### src/logic/fabricPkg.sv
// Fabric IP shared bus types, window map and register constants
package fabricPkg;

    // ----------------------------------------
    // Bus field types
    // ----------------------------------------
    typedef logic [16:0] addr_t;      // Host byte address, 128 KB aperture
    typedef logic [31:0] data_t;
    typedef logic [3:0]  byteStb_t;   // One strobe per data byte
    typedef logic [3:0]  window_t;    // Address bits 16 to 13
    typedef logic [6:0]  regAdr_t;    // Register word offset, address bits 8 to 2

    // ----------------------------------------
    // Window map, 8 KB per window
    // ----------------------------------------
    localparam int      WINDOW_LSB = 13;
    localparam window_t REG_WINDOW = 4'd0;    // Base 0x00000
    localparam window_t RAM_WINDOW = 4'd1;    // Base 0x02000

    // Register offsets inside the register window
    localparam regAdr_t REG_ID_ADR      = 7'h0;
    localparam regAdr_t REG_REV_ADR     = 7'h1;
    localparam regAdr_t REG_SCRATCH_ADR = 7'h2;
    localparam regAdr_t REG_GPIO_ADR    = 7'h3;

    // ----------------------------------------
    // Read constants
    // ----------------------------------------
    localparam data_t FABRIC_ID      = 32'h5A4D0001;
    localparam data_t FABRIC_REV     = 32'h00010000;
    localparam data_t REG_DEF_VALUE  = 32'hFABDEFAC;   // Undefined register offset
    localparam data_t BAD_READ_VALUE = 32'hBADFABAC;   // Unmapped window

    // Default timeout responder states
    typedef enum logic [1:0] {
        RESP_IDLE,
        RESP_COUNT,
        RESP_DONE
    } respState_t;

endpackage

### src/logic/wbTarget_if.sv
// Decoded Wishbone request to one target and the target's response back
`timescale 1ns/1ps

interface wbTarget_if #(
    parameter int ramAdrWidth = 8    // Word address width of the attached target
);

    logic                   cyc;     // Cycle select for this target only
    logic                   stb;
    logic                   we;
    fabricPkg::byteStb_t    sel;
    logic [ramAdrWidth-1:0] adr;     // Word address, already cut to target size
    fabricPkg::data_t       datW;
    fabricPkg::data_t       datR;
    logic                   ack;

    // Request side, driven by the address decoder
    modport decoder (
        output cyc, stb, we, sel, adr, datW
    );

    modport target (
        input  cyc, stb, we, sel, adr, datW,
        output datR, ack
    );

    // Read-return side only looks at the response
    modport monitor (
        input datR, ack
    );

endinterface

### src/logic/fabricRegisters.sv
// Register target with ID, revision, byte-strobed scratch and GPIO output registers
`timescale 1ns/1ps

module fabricRegisters (
    input  logic        wbClk_i,
    input  logic        rstN_i,
    wbTarget_if.target  regBus,
    output logic [7:0]  gpio_o
);

    fabricPkg::data_t scratchQ;
    logic [7:0]       gpioQ;
    logic             ackQ;
    logic             access;     // Request seen, not yet acknowledged
    logic             wrEn;

    assign access = regBus.cyc & regBus.stb & ~ackQ;
    assign wrEn   = access & regBus.we;

    // ----------------------------------------
    // Acknowledge, one cycle per request
    // ----------------------------------------
    always_ff @(posedge wbClk_i)
    begin
        if (!rstN_i)
        begin
            ackQ <= 1'b0;
        end
        else
        begin
            ackQ <= access;
        end
    end

    assign regBus.ack = ackQ;

    // ----------------------------------------
    // Writable registers
    // ----------------------------------------
    always_ff @(posedge wbClk_i)
    begin
        if (!rstN_i)
        begin
            scratchQ <= '0;
            gpioQ    <= '0;
        end
        else if (wrEn)
        begin
            if (regBus.adr == fabricPkg::REG_SCRATCH_ADR)
            begin
                for (int b = 0; b < $bits(fabricPkg::byteStb_t); b++)
                begin
                    if (regBus.sel[b])
                    begin
                        scratchQ[b*8 +: 8] <= regBus.datW[b*8 +: 8];
                    end
                end
            end

            // Only lane 0 exists in the GPIO register
            if (regBus.adr == fabricPkg::REG_GPIO_ADR && regBus.sel[0])
            begin
                gpioQ <= regBus.datW[7:0];
            end
        end
    end

    assign gpio_o = gpioQ;

    // Read mux, held stable by the master through the ack cycle
    always_comb
    begin
        case (regBus.adr)
            fabricPkg::REG_ID_ADR:      regBus.datR = fabricPkg::FABRIC_ID;
            fabricPkg::REG_REV_ADR:     regBus.datR = fabricPkg::FABRIC_REV;
            fabricPkg::REG_SCRATCH_ADR: regBus.datR = scratchQ;
            fabricPkg::REG_GPIO_ADR:    regBus.datR = {24'h0, gpioQ};
            default:                    regBus.datR = fabricPkg::REG_DEF_VALUE;
        endcase
    end

endmodule

### src/flat_wrapper.sv
// flat-port wrapper written by rule: the top's interface ports become plain ports
module fabricRegisters_flat 
  (wbClk_i, rstN_i, gpio_o, regBus_cyc, regBus_stb, regBus_we, regBus_sel, regBus_adr, regBus_datW, regBus_datR, regBus_ack);
  wbTarget_if regBus_i ();
  input  logic wbClk_i;
  input  logic rstN_i;
  output logic [7:0] gpio_o;
  input wire logic [$bits(regBus_i.cyc)-1:0] regBus_cyc;
  input wire logic [$bits(regBus_i.stb)-1:0] regBus_stb;
  input wire logic [$bits(regBus_i.we)-1:0] regBus_we;
  input wire logic [$bits(regBus_i.sel)-1:0] regBus_sel;
  input wire logic [$bits(regBus_i.adr)-1:0] regBus_adr;
  input wire logic [$bits(regBus_i.datW)-1:0] regBus_datW;
  output wire logic [$bits(regBus_i.datR)-1:0] regBus_datR;
  output wire logic [$bits(regBus_i.ack)-1:0] regBus_ack;
  assign regBus_i.cyc = regBus_cyc;
  assign regBus_i.stb = regBus_stb;
  assign regBus_i.we = regBus_we;
  assign regBus_i.sel = regBus_sel;
  assign regBus_i.adr = regBus_adr;
  assign regBus_i.datW = regBus_datW;
  assign regBus_datR = regBus_i.datR;
  assign regBus_ack = regBus_i.ack;
  fabricRegisters u_core (.wbClk_i(wbClk_i), .rstN_i(rstN_i), .regBus(regBus_i), .gpio_o(gpio_o));
endmodule
### config.mk
export PLATFORM = sky130hd
export DESIGN_NAME = fabricRegisters_flat
export DESIGN_NICKNAME = d
export VERILOG_FILES = /design/src/logic/fabricPkg.sv /design/src/logic/wbTarget_if.sv /design/src/logic/fabricRegisters.sv /design/src/flat_wrapper.sv
export SDC_FILE = /design/constraint.sdc
export NUM_CORES = 1
export LEC_CHECK = 0
export BUFFER_PORTS_ARGS = -buffer_cell sky130_fd_sc_hd__buf_4
export CAP_MARGIN = 20
export CORE_AREA = 3 3 85 87
export CTS_BUF_LIST = sky130_fd_sc_hd__clkbuf_16
export DETAILED_ROUTE_END_ITERATION = 10
export DIE_AREA = 0 0 88 90
export GPL_TIMING_DRIVEN = 0
export PLACE_DENSITY = 0.53
export SKIP_CTS_REPAIR_TIMING = 1
export SLEW_MARGIN = 30
export SYNTH_ARGS = -nofsm -noshare
export SYNTH_HDL_FRONTEND = slang
export SYNTH_SLANG_ARGS = --single-unit
export TNS_END_PERCENT = 5
### constraint.sdc
create_clock -name wbClk_i -period 2.8 [get_ports wbClk_i]
set_clock_uncertainty 0.1 [all_clocks]
set_input_delay 0.42 -clock wbClk_i [delete_from_list [all_inputs] [get_ports wbClk_i]]
set_output_delay 0.42 -clock wbClk_i [all_outputs]
set_load 0.1 [all_outputs]
==> run metrics <==
Starting Density 32.4%; Synth Instances 253; syn_nets 302; Synth Register Bits 41; maximum clock path buffer count 2; Max Freq 369 MHz; CTS tree yes; RSZ-0062 raised after global routing false; area fraction of the dominant cell type after synthesis 39.4%; final HPWL from detailed placement 4690 um; status finished, final reports clean; CP peak stage delay 510 ps; leading area contributor after synthesis dfxtp_1; clock latency on the worst-skew pair 280 ps; Netlist cell types 24; layout cells sized above 1 31.0%; drt drc 0; flop2flop setup slack 760 ps; Commonest cells post-synth nand2_1 (99), mux2i_1 (46), dfxtp_1 (41); Yosys warning total 0; synth top area cells dfxtp_1 (39%), mux2i_1 (22%), nand2_1 (18%), nor4_4 (4.1%), o21ai_0 (2.4%); reg2reg end u_core.gpio_o[3]; antenna-violating nets left 0; Hold WC Path Type primary input to flop; crit end category output pin; row count 29; max-slew violation count 0; sequential share of the synthesized area 39.4%; Worst Path Arrival 2190 ps; dominant synthesized flop cell dfxtp_1; min cycle time layout 2710 ps; worst path cell trace buf_4 > or4_1 > buf_2 > nor2_4 > clkbuf_4 > o21ai_0 > buf_4; pin count of the biggest net entering global routing 12; total track usage 16.1%; Slew @ Worst Pin 789 ps; Final setup viols 0; Period Utilization, post-route 96.8%; peak supply drop 0.207 mV; vias in the first global route 1986; initial antenna violation count 0; Worst setup SP type primary input; full die area 7920 um^2; diode count 0; cell family with most CP delay buffers and inverters; fin util 46.2%; worst path bufs/invs 4; Die H 90 um; fraction of registers with async set/reset 0%; IO Pins 90; Hold WS 292 ps; vias per cell 4.70; Via Count 1983; crit path max fanout 10; GRT overflow 0; Root Driver clkbuf_16; Clock transition at path regs 50 ps; first-pass GRT wire length 10100 um; htree depth 2; Critical Path RT 2280 ps; critical path depth 7; GPL Wtd Cong 0.766; slew margin rel. 47.0%; Routed WL 6320 um; top-count cell post-synth nand2_1; Core Area 6420 um^2; DRT iter0 DRCs 82; Mean Syn Cell Area 8.23 um^2; Post-synth EDFFs 0; power density cells 430 nW/um^2; I/O Buffers 86; R2R cell count 3; die width 88 um; area grow syn2layout 42.5%; Leakage 0.00127 uW; Max-cap violations 0; Worst Setup SP regBus_adr[5]; Worst setup endpoint regBus_datR[30]; CP dominant cell by count buf_4; Wirelength per Cell 15.0 um; CTS sink cnt 41; drt pass-1 iters 4; R2R Path Start u_core.regBus.ack; Num CTS Buffers 5; nets@finish 395; Cell Area, Synth 2080 um^2; Final Hold Vio Count 0; slowest CP cell or4_1; critical path class primary input to output pin
-- kinds of logic after synthesis --
family | synth area share (%)
AND/OR/NAND/NOR | 29.4
buffers and inverters | 5.05
flip-flops | 39.4
multiplexers | 22.7
AO/OA/AOI/OAI | 3.49
-- layout by cell type, fill, tap and decap left out, drive strengths merged --
master / Yosys / final
nand2: 99 / 99
buf: 5 / 91
mux2i: 46 / 46
dfxtp: 41 / 41
clkbuf: 12 / 17
o21ai: 10 / 10
nor2: 8 / 8
inv: 6 / 6
nor4: 5 / 5
nor2b: 4 / 4
and3: 4 / 4
nand3: 3 / 3
or4: 2 / 2
or2: 1 / 1
o211a: 1 / 1
a21o: 1 / 1
a21oi: 1 / 1
mux2: 1 / 1
or4b: 1 / 1
nand4b: 1 / 1
and4b: 1 / 1
clkinv: 0 / 1
-- worst min path at each step --
stage                           to  cells past startpoint           startpoint
2_1_floorplan  u_core.scratchQ[12]                      2  u_core.scratchQ[12]
3_3_place_gp   u_core.scratchQ[24]                      2  u_core.scratchQ[24]
3_5_place_dp   u_core.scratchQ[12]                      2  u_core.scratchQ[12]
4_1_cts        u_core.scratchQ[12]                      3      regBus_datW[12]
5_1_grt         u_core.scratchQ[8]                      3       regBus_datW[8]
6_report       u_core.scratchQ[27]                      3      regBus_datW[27]
-- per-layer routing --
metal / GRT usage, % / share of wire, % / up-vias / routed length, um
met3: 6.22 / 9.7 / 5 / 613
met4: 3.07 / 0.84 / 0 / 53
met5: 0 / 0 / - / 0
met2: 24.6 / 45 / 70 / 2830
li1: - / - / 1013 / -
met1: 21.7 / 45 / 895 / 2820
-- state kept, by name, indices dropped and copies added (netlist names) --
signal,flops
u_core.scratchQ,32
u_core.gpio_o,8
u_core.regBus.ack,1
-- power breakdown --
| part | leakage [uW] | switching [uW] | internal [uW] | total [uW] |
|---|---|---|---|---|
| clock network | 0.0000655 | 217 | 318 | 535 |
| logic | 0.000877 | 93.8 | 63.2 | 157 |
| registers | 0.000330 | 0.379 | 584 | 584 |
| total | 0.00127 | 311 | 966 | 1280 |
-- final cells by class --
class / instances / area [um^2]
Clock inverter: 1 / 5.00
Tap cell: 77 / 96.3
Fill cell: 670 / 3460
Inverter: 6 / 22.5
Sequential cell: 41 / 821
Multi-Input combinational cell: 189 / 1160
Buffer: 17 / 87.6
Clock buffer: 5 / 125
Timing Repair Buffer: 86 / 646
-- metrics by stage --
step	cells	TNS [ps]	setup WS [ps]	instance area [um^2]	total power [uW]
final	422	0	89.1	2970	1280
after floorplan	253	-5270	-612	2080	679
after CTS	422	-7520	-480	2950	1290
after detailed placement	416	-7140	-467	2820	755
after global placement	416	-7180	-450	2820	756
after global routing	422	0	1.48	2970	1330
-- worst register-to-register path, cell delays in order (launching register included) --
cell	delay, ps
dfxtp_1	310
nand4b_1	500
nor4_4	810
mux2i_1	250
No activity file was read; power rests on OpenSTA's default activity.
