File: config.mk
export PLATFORM = sky130hd
export DESIGN_NAME = busReturn_flat
export DESIGN_NICKNAME = d
export VERILOG_FILES = /design/src/logic/fabricPkg.sv /design/src/logic/wbTarget_if.sv /design/src/logic/busReturn.sv /design/src/flat_wrapper.sv
export SDC_FILE = /design/constraint.sdc
export NUM_CORES = 1
export LEC_CHECK = 0
export ABC_CLOCK_PERIOD_IN_PS = 1200
export BUFFER_PORTS_ARGS = -buffer_cell sky130_fd_sc_hd__buf_4
export CAP_MARGIN = 20
export CORE_ASPECT_RATIO = 1.4
export CORE_MARGIN = 3
export CORE_UTILIZATION = 28
export CTS_BUF_LIST = sky130_fd_sc_hd__clkbuf_4 sky130_fd_sc_hd__clkbuf_8
export DETAILED_ROUTE_END_ITERATION = 10
export PLACE_DENSITY = 0.85
export SLEW_MARGIN = 25
export SYNTH_ARGS = -nofsm -noshare
export SYNTH_HDL_FRONTEND = slang
export SYNTH_SLANG_ARGS = --single-unit
File: constraint.sdc
create_clock -name wbClk_i -period 1.2 [get_ports wbClk_i]
set_input_delay 0.06 -clock wbClk_i [delete_from_list [all_inputs] [get_ports wbClk_i]]
set_output_delay 0.06 -clock wbClk_i [all_outputs]
set_load 0.05 [all_outputs]
File: src/logic/fabricPkg.sv
// Fabric IP shared bus types, window map and register constants
package fabricPkg;

    // ----------------------------------------
    // Bus field types
    // ----------------------------------------
    typedef logic [16:0] addr_t;      // Host byte address, 128 KB aperture
    typedef logic [31:0] data_t;
    typedef logic [3:0]  byteStb_t;   // One strobe per data byte
    typedef logic [3:0]  window_t;    // Address bits 16 to 13
    typedef logic [6:0]  regAdr_t;    // Register word offset, address bits 8 to 2

    // ----------------------------------------
    // Window map, 8 KB per window
    // ----------------------------------------
    localparam int      WINDOW_LSB = 13;
    localparam window_t REG_WINDOW = 4'd0;    // Base 0x00000
    localparam window_t RAM_WINDOW = 4'd1;    // Base 0x02000

    // Register offsets inside the register window
    localparam regAdr_t REG_ID_ADR      = 7'h0;
    localparam regAdr_t REG_REV_ADR     = 7'h1;
    localparam regAdr_t REG_SCRATCH_ADR = 7'h2;
    localparam regAdr_t REG_GPIO_ADR    = 7'h3;

    // ----------------------------------------
    // Read constants
    // ----------------------------------------
    localparam data_t FABRIC_ID      = 32'h5A4D0001;
    localparam data_t FABRIC_REV     = 32'h00010000;
    localparam data_t REG_DEF_VALUE  = 32'hFABDEFAC;   // Undefined register offset
    localparam data_t BAD_READ_VALUE = 32'hBADFABAC;   // Unmapped window

    // Default timeout responder states
    typedef enum logic [1:0] {
        RESP_IDLE,
        RESP_COUNT,
        RESP_DONE
    } respState_t;

endpackage

File: src/logic/wbTarget_if.sv
// Decoded Wishbone request to one target and the target's response back
`timescale 1ns/1ps

interface wbTarget_if #(
    parameter int ramAdrWidth = 8    // Word address width of the attached target
);

    logic                   cyc;     // Cycle select for this target only
    logic                   stb;
    logic                   we;
    fabricPkg::byteStb_t    sel;
    logic [ramAdrWidth-1:0] adr;     // Word address, already cut to target size
    fabricPkg::data_t       datW;
    fabricPkg::data_t       datR;
    logic                   ack;

    // Request side, driven by the address decoder
    modport decoder (
        output cyc, stb, we, sel, adr, datW
    );

    modport target (
        input  cyc, stb, we, sel, adr, datW,
        output datR, ack
    );

    // Read-return side only looks at the response
    modport monitor (
        input datR, ack
    );

endinterface

File: src/logic/busReturn.sv
// Read-data return, acknowledge merge and default timeout responder for unmapped windows
`timescale 1ns/1ps

module busReturn #(
    parameter int timeoutCount = 7
) (
    input  logic                wbClk_i,
    input  logic                rstN_i,
    wbTarget_if.monitor         regBus,
    wbTarget_if.monitor         ramBus,
    input  logic                unmappedCyc_i,
    input  fabricPkg::window_t  winSel_i,
    input  logic                wbStb_i,
    output fabricPkg::data_t    wbDat_o,
    output logic                wbAck_o
);

    localparam int                  cntWidth = $clog2(timeoutCount + 1);
    localparam logic [cntWidth-1:0] cntLast  = cntWidth'(timeoutCount - 1);

    fabricPkg::respState_t stateQ;
    logic [cntWidth-1:0]   cntQ;
    logic                  timeoutAck;

    // ----------------------------------------
    // Timeout FSM
    // ----------------------------------------
    always_ff @(posedge wbClk_i)
    begin
        if (!rstN_i)
        begin
            stateQ <= fabricPkg::RESP_IDLE;
            cntQ   <= '0;
        end
        else
        begin
            case (stateQ)
                fabricPkg::RESP_IDLE:
                begin
                    cntQ <= '0;
                    if (unmappedCyc_i && wbStb_i)
                    begin
                        stateQ <= fabricPkg::RESP_COUNT;
                    end
                end
                fabricPkg::RESP_COUNT:
                begin
                    if (!unmappedCyc_i)
                    begin
                        stateQ <= fabricPkg::RESP_IDLE;   // Master abandoned the cycle
                    end
                    else if (cntQ == cntLast)
                    begin
                        stateQ <= fabricPkg::RESP_DONE;
                    end
                    else
                    begin
                        cntQ <= cntQ + cntWidth'(1);
                    end
                end
                default:
                begin
                    stateQ <= fabricPkg::RESP_IDLE;   // Done lasts one cycle
                end
            endcase
        end
    end

    assign timeoutAck = (stateQ == fabricPkg::RESP_DONE);

    // Only one target can be selected, so a plain OR is enough
    assign wbAck_o = regBus.ack | ramBus.ack | timeoutAck;

    always_comb
    begin
        case (winSel_i)
            fabricPkg::REG_WINDOW: wbDat_o = regBus.datR;
            fabricPkg::RAM_WINDOW: wbDat_o = ramBus.datR;
            default:               wbDat_o = fabricPkg::BAD_READ_VALUE;
        endcase
    end

endmodule

File: src/flat_wrapper.sv
// flat-port wrapper written by rule: the top's interface ports become plain ports
module busReturn_flat 
#(
    parameter int timeoutCount = 7
)
  (wbClk_i, rstN_i, unmappedCyc_i, winSel_i, wbStb_i, wbDat_o, wbAck_o, regBus_datR, regBus_ack, ramBus_datR, ramBus_ack);
  wbTarget_if regBus_i ();
  wbTarget_if ramBus_i ();
  input  logic wbClk_i;
  input  logic rstN_i;
  input  logic unmappedCyc_i;
  input  fabricPkg::window_t winSel_i;
  input  logic wbStb_i;
  output fabricPkg::data_t wbDat_o;
  output logic wbAck_o;
  input wire logic [$bits(regBus_i.datR)-1:0] regBus_datR;
  input wire logic [$bits(regBus_i.ack)-1:0] regBus_ack;
  input wire logic [$bits(ramBus_i.datR)-1:0] ramBus_datR;
  input wire logic [$bits(ramBus_i.ack)-1:0] ramBus_ack;
  assign regBus_i.datR = regBus_datR;
  assign regBus_i.ack = regBus_ack;
  assign ramBus_i.datR = ramBus_datR;
  assign ramBus_i.ack = ramBus_ack;
  busReturn #(.timeoutCount(timeoutCount)) u_core (.wbClk_i(wbClk_i), .rstN_i(rstN_i), .regBus(regBus_i), .ramBus(ramBus_i), .unmappedCyc_i(unmappedCyc_i), .winSel_i(winSel_i), .wbStb_i(wbStb_i), .wbDat_o(wbDat_o), .wbAck_o(wbAck_o));
endmodule
==> impl_results.md <==
- Status: finished clean
- Tot Pwr: 0.857 mW
- Slew Viols, Final: 0
- Vias: 1073
- Total GRT Usage: 22.3%
- Cell area after synthesis: 646 um^2
- Distinct cells, synth: 24
- Largest cells by area after synthesis: o22a_1 (27%), dfxtp_1 (16%), a22o_1 (15%), buf_6 (8.7%), ha_1 (3.9%)
- Area of the multi-input gates: 485 um^2
- Io pins: 107
- Clock Latency Late Sink: between 0.2 and 0.25 ns
- Placed Area: between 0.001 and 0.0015 mm^2
- Vias per std cell: 5.42
- P_leak: 0.730 nW
- Layout Cells excl Fill: 198
- CTS tree: built
- Standard-cell row count: 19
- H-tree levels: 1
- Clock Skew: ~0.0022 ns
- Port Buf Inserts: 106
- Max_slew headroom: 80.9%
- Die H: 62.8 um
- Placed insts: 194
- Final hold violation count: 0
- Die X-Extent: around 47 um
- Hpwl dp: between 2 and 3 mm
- Final setup vio count: 0
- # fillers: 163
- Hold Crit Start: wbStb_i
- Max Clk Rate: 860 MHz
- Pin count of the biggest net entering global routing: 22
- WS Path Type: input pin to output port
- Area Overhead vs Synth: 133%
- Hold Buf Count CTS: 0
- Crit-path slowest cell: nor3_4
- Average size of a mapped cell: 8.97 um^2
- Cell Pwr Density: 571 mW/mm^2
- Clk sink count: 5
- Clock buffer depth: 2
- Crit path top cell by count: buf_6
- Root Buffer: clkbuf_4
- Worst Setup SP: winSel_i[3]
- DRT antenna net count: 0
- Crit path max fanout: 11
- Synth Instances: 72
- TNS Setup: 0 ns
- Dpl ws: -0.0361 ns
- Worst setup margin: roughly 0.037 ns
- Startpoint Class: input pin
- Starting Density: 31.2%
- Wire per inst: 17.0 um
- Final instance area: around 0.0015 mm^2
- Largest stage delay, worst path: 0.29 ns
- Min-Delay Path Class: input pin to flop
- Core area: 0.00207 mm^2
- Ratio of cells with drive above 1 in the final layout: 66.1%
- Sequential Area: 100 um^2
- Initial antenna violation count: 0
- #FFs+latches synth: 5
- Clock period minus final worst setup slack: 1.16 ns
- Drt drc: 0
- Register area share after synthesis: 15.5%
- Die area: a little under 0.003 mm^2
- Total of max-cap violations: 0
- Vias in the first global route: roughly 1100
- Ys Warns: 0
- Commonest non-fill, non-tap cells in the layout: buf_4 (94), o22a_1 (20), buf_6 (13)
- Final Cycle Share: 96.9%
- CP arrival: 1.10 ns
- Detailed Route WL: between 3 and 4 mm
- Crit-path cells: buf_6, nor3_4, and2_4, a22o_1, buf_6
- Commonest non-fill, non-tap cell in the layout: buf_4
- DRC violation total after the first TritonRoute iteration: 10
- RD Place Congestion: ~0.81
- CP endpoint kind: output port
- Grt ovf: 0
- Reg2reg start: u_core.cntQ[0]
- Syn nets: 148
- Slew @ Worst Pin: 0.285 ns
- Yosys top cell area share: 27.1%
- # diodes: 0
- Pre-Repair DR Iteration Count: 4
- Leading area contributor after synthesis: o22a_1
- Worst EP required: 1.14 ns
- Clock slew at reported path FFs: 0.04 ns
- Inserted Clock Buffers: 3
- Maximum VDD drop: 0.000494 V
- First-pass GRT wire length: 4.76 mm
- Setup repair after global routing missed its margin: yes
- Final nets: 254
==> kinds of logic after synthesis <==
logic type | count (synthesis) | share of synthesized area [%]
compound gates | 38 | 49.0
flops | 5 | 15.5
simple gates | 17 | 17.4
buf+inv | 8 | 11.0
fa+ha+maj | 2 | 3.88
mux | 2 | 3.10
==> synth_stat cells <==
| library cell | n |
|---|---|
| o211ai_1 | 2 |
| ha_1 | 2 |
| nand3b_1 | 1 |
| inv_1 | 2 |
| o21ai_0 | 3 |
| nand2b_2 | 1 |
| and4b_1 | 1 |
| a21oi_1 | 1 |
| nor3_1 | 1 |
| nor3_4 | 1 |
| buf_4 | 1 |
| nor2b_1 | 1 |
| nand3_1 | 2 |
| and2_2 | 1 |
| a22o_1 | 11 |
| o22a_1 | 20 |
| nor2_1 | 3 |
| nand2_2 | 1 |
| buf_6 | 5 |
| o22a_2 | 1 |
| nand2_1 | 3 |
| mux2i_1 | 2 |
| dfxtp_1 | 5 |
| nor4_2 | 1 |
==> what timing repair did <==
item                       in CTS  in global routing
setup endpoints to repair      22                 24
gates cloned                    0                  0
resized for setup               0                 16
setup buffers                   0                  0
==> per-layer routing <==
metal | routed length, um | share of wire, % | vias to the layer above | GRT usage, %
li1 | - | - | 504 | -
met1 | 967 | 29 | 465 | 19.9
met2 | 1670 | 50 | 98 | 39.1
met3 | 670 | 20 | 6 | 11.5
met4 | 61 | 1.8 | 0 | 9.25
met5 | 0 | 0 | - | 0
==> per-stage QoR <==
| step | utilization [%] | hold slack (ns) |
|---|---|---|
| after CTS | 69.7 | 0.0796 |
| after global routing | 72.6 | 0.111 |
| after floorplan | - | 0.201 |
| final | 72.6 | 0.0995 |
| after detailed placement | 68.2 | 0.330 |
| after global placement | 68.2 | 0.298 |
==> power breakdown <==
part           leakage [nW]  switching, mW  internal, mW
clock                0.0184         0.0642         0.148
combinational         0.671          0.229         0.243
sequential           0.0405        0.00385         0.169
==> cell type report <==
class | count | share of cell area (%)
timing repair buffer | 107 | 56.7
multi-input combinational | 59 | 32.3
sequential | 5 | 6.67
clock buffer | 4 | 2.00
tap | 21 | 1.75
inverter | 2 | 0.500
==> path summary, 6_finish.rpt <==
path / endpoint / slack, ns / cells past startpoint
max: wbDat_o[12] / 0.04 / 5
min: u_core.stateQ[0] / 0.1 / 3
max reg2reg: u_core.cntQ[1] / 0.11 / 5
min reg2reg: u_core.stateQ[1] / 0.53 / 2
==> critical path: cells and delay by family <==
family	cells	cell delay, ns
simple gates	2	0.56
buf+inv	2	0.28
compound gates	1	0.21
==> flip-flops by register name, summed over array words and instances, names as in the netlist <==
name           cells
u_core.cntQ        3
u_core.stateQ      2
No activity file was read; power rests on OpenSTA's default activity.
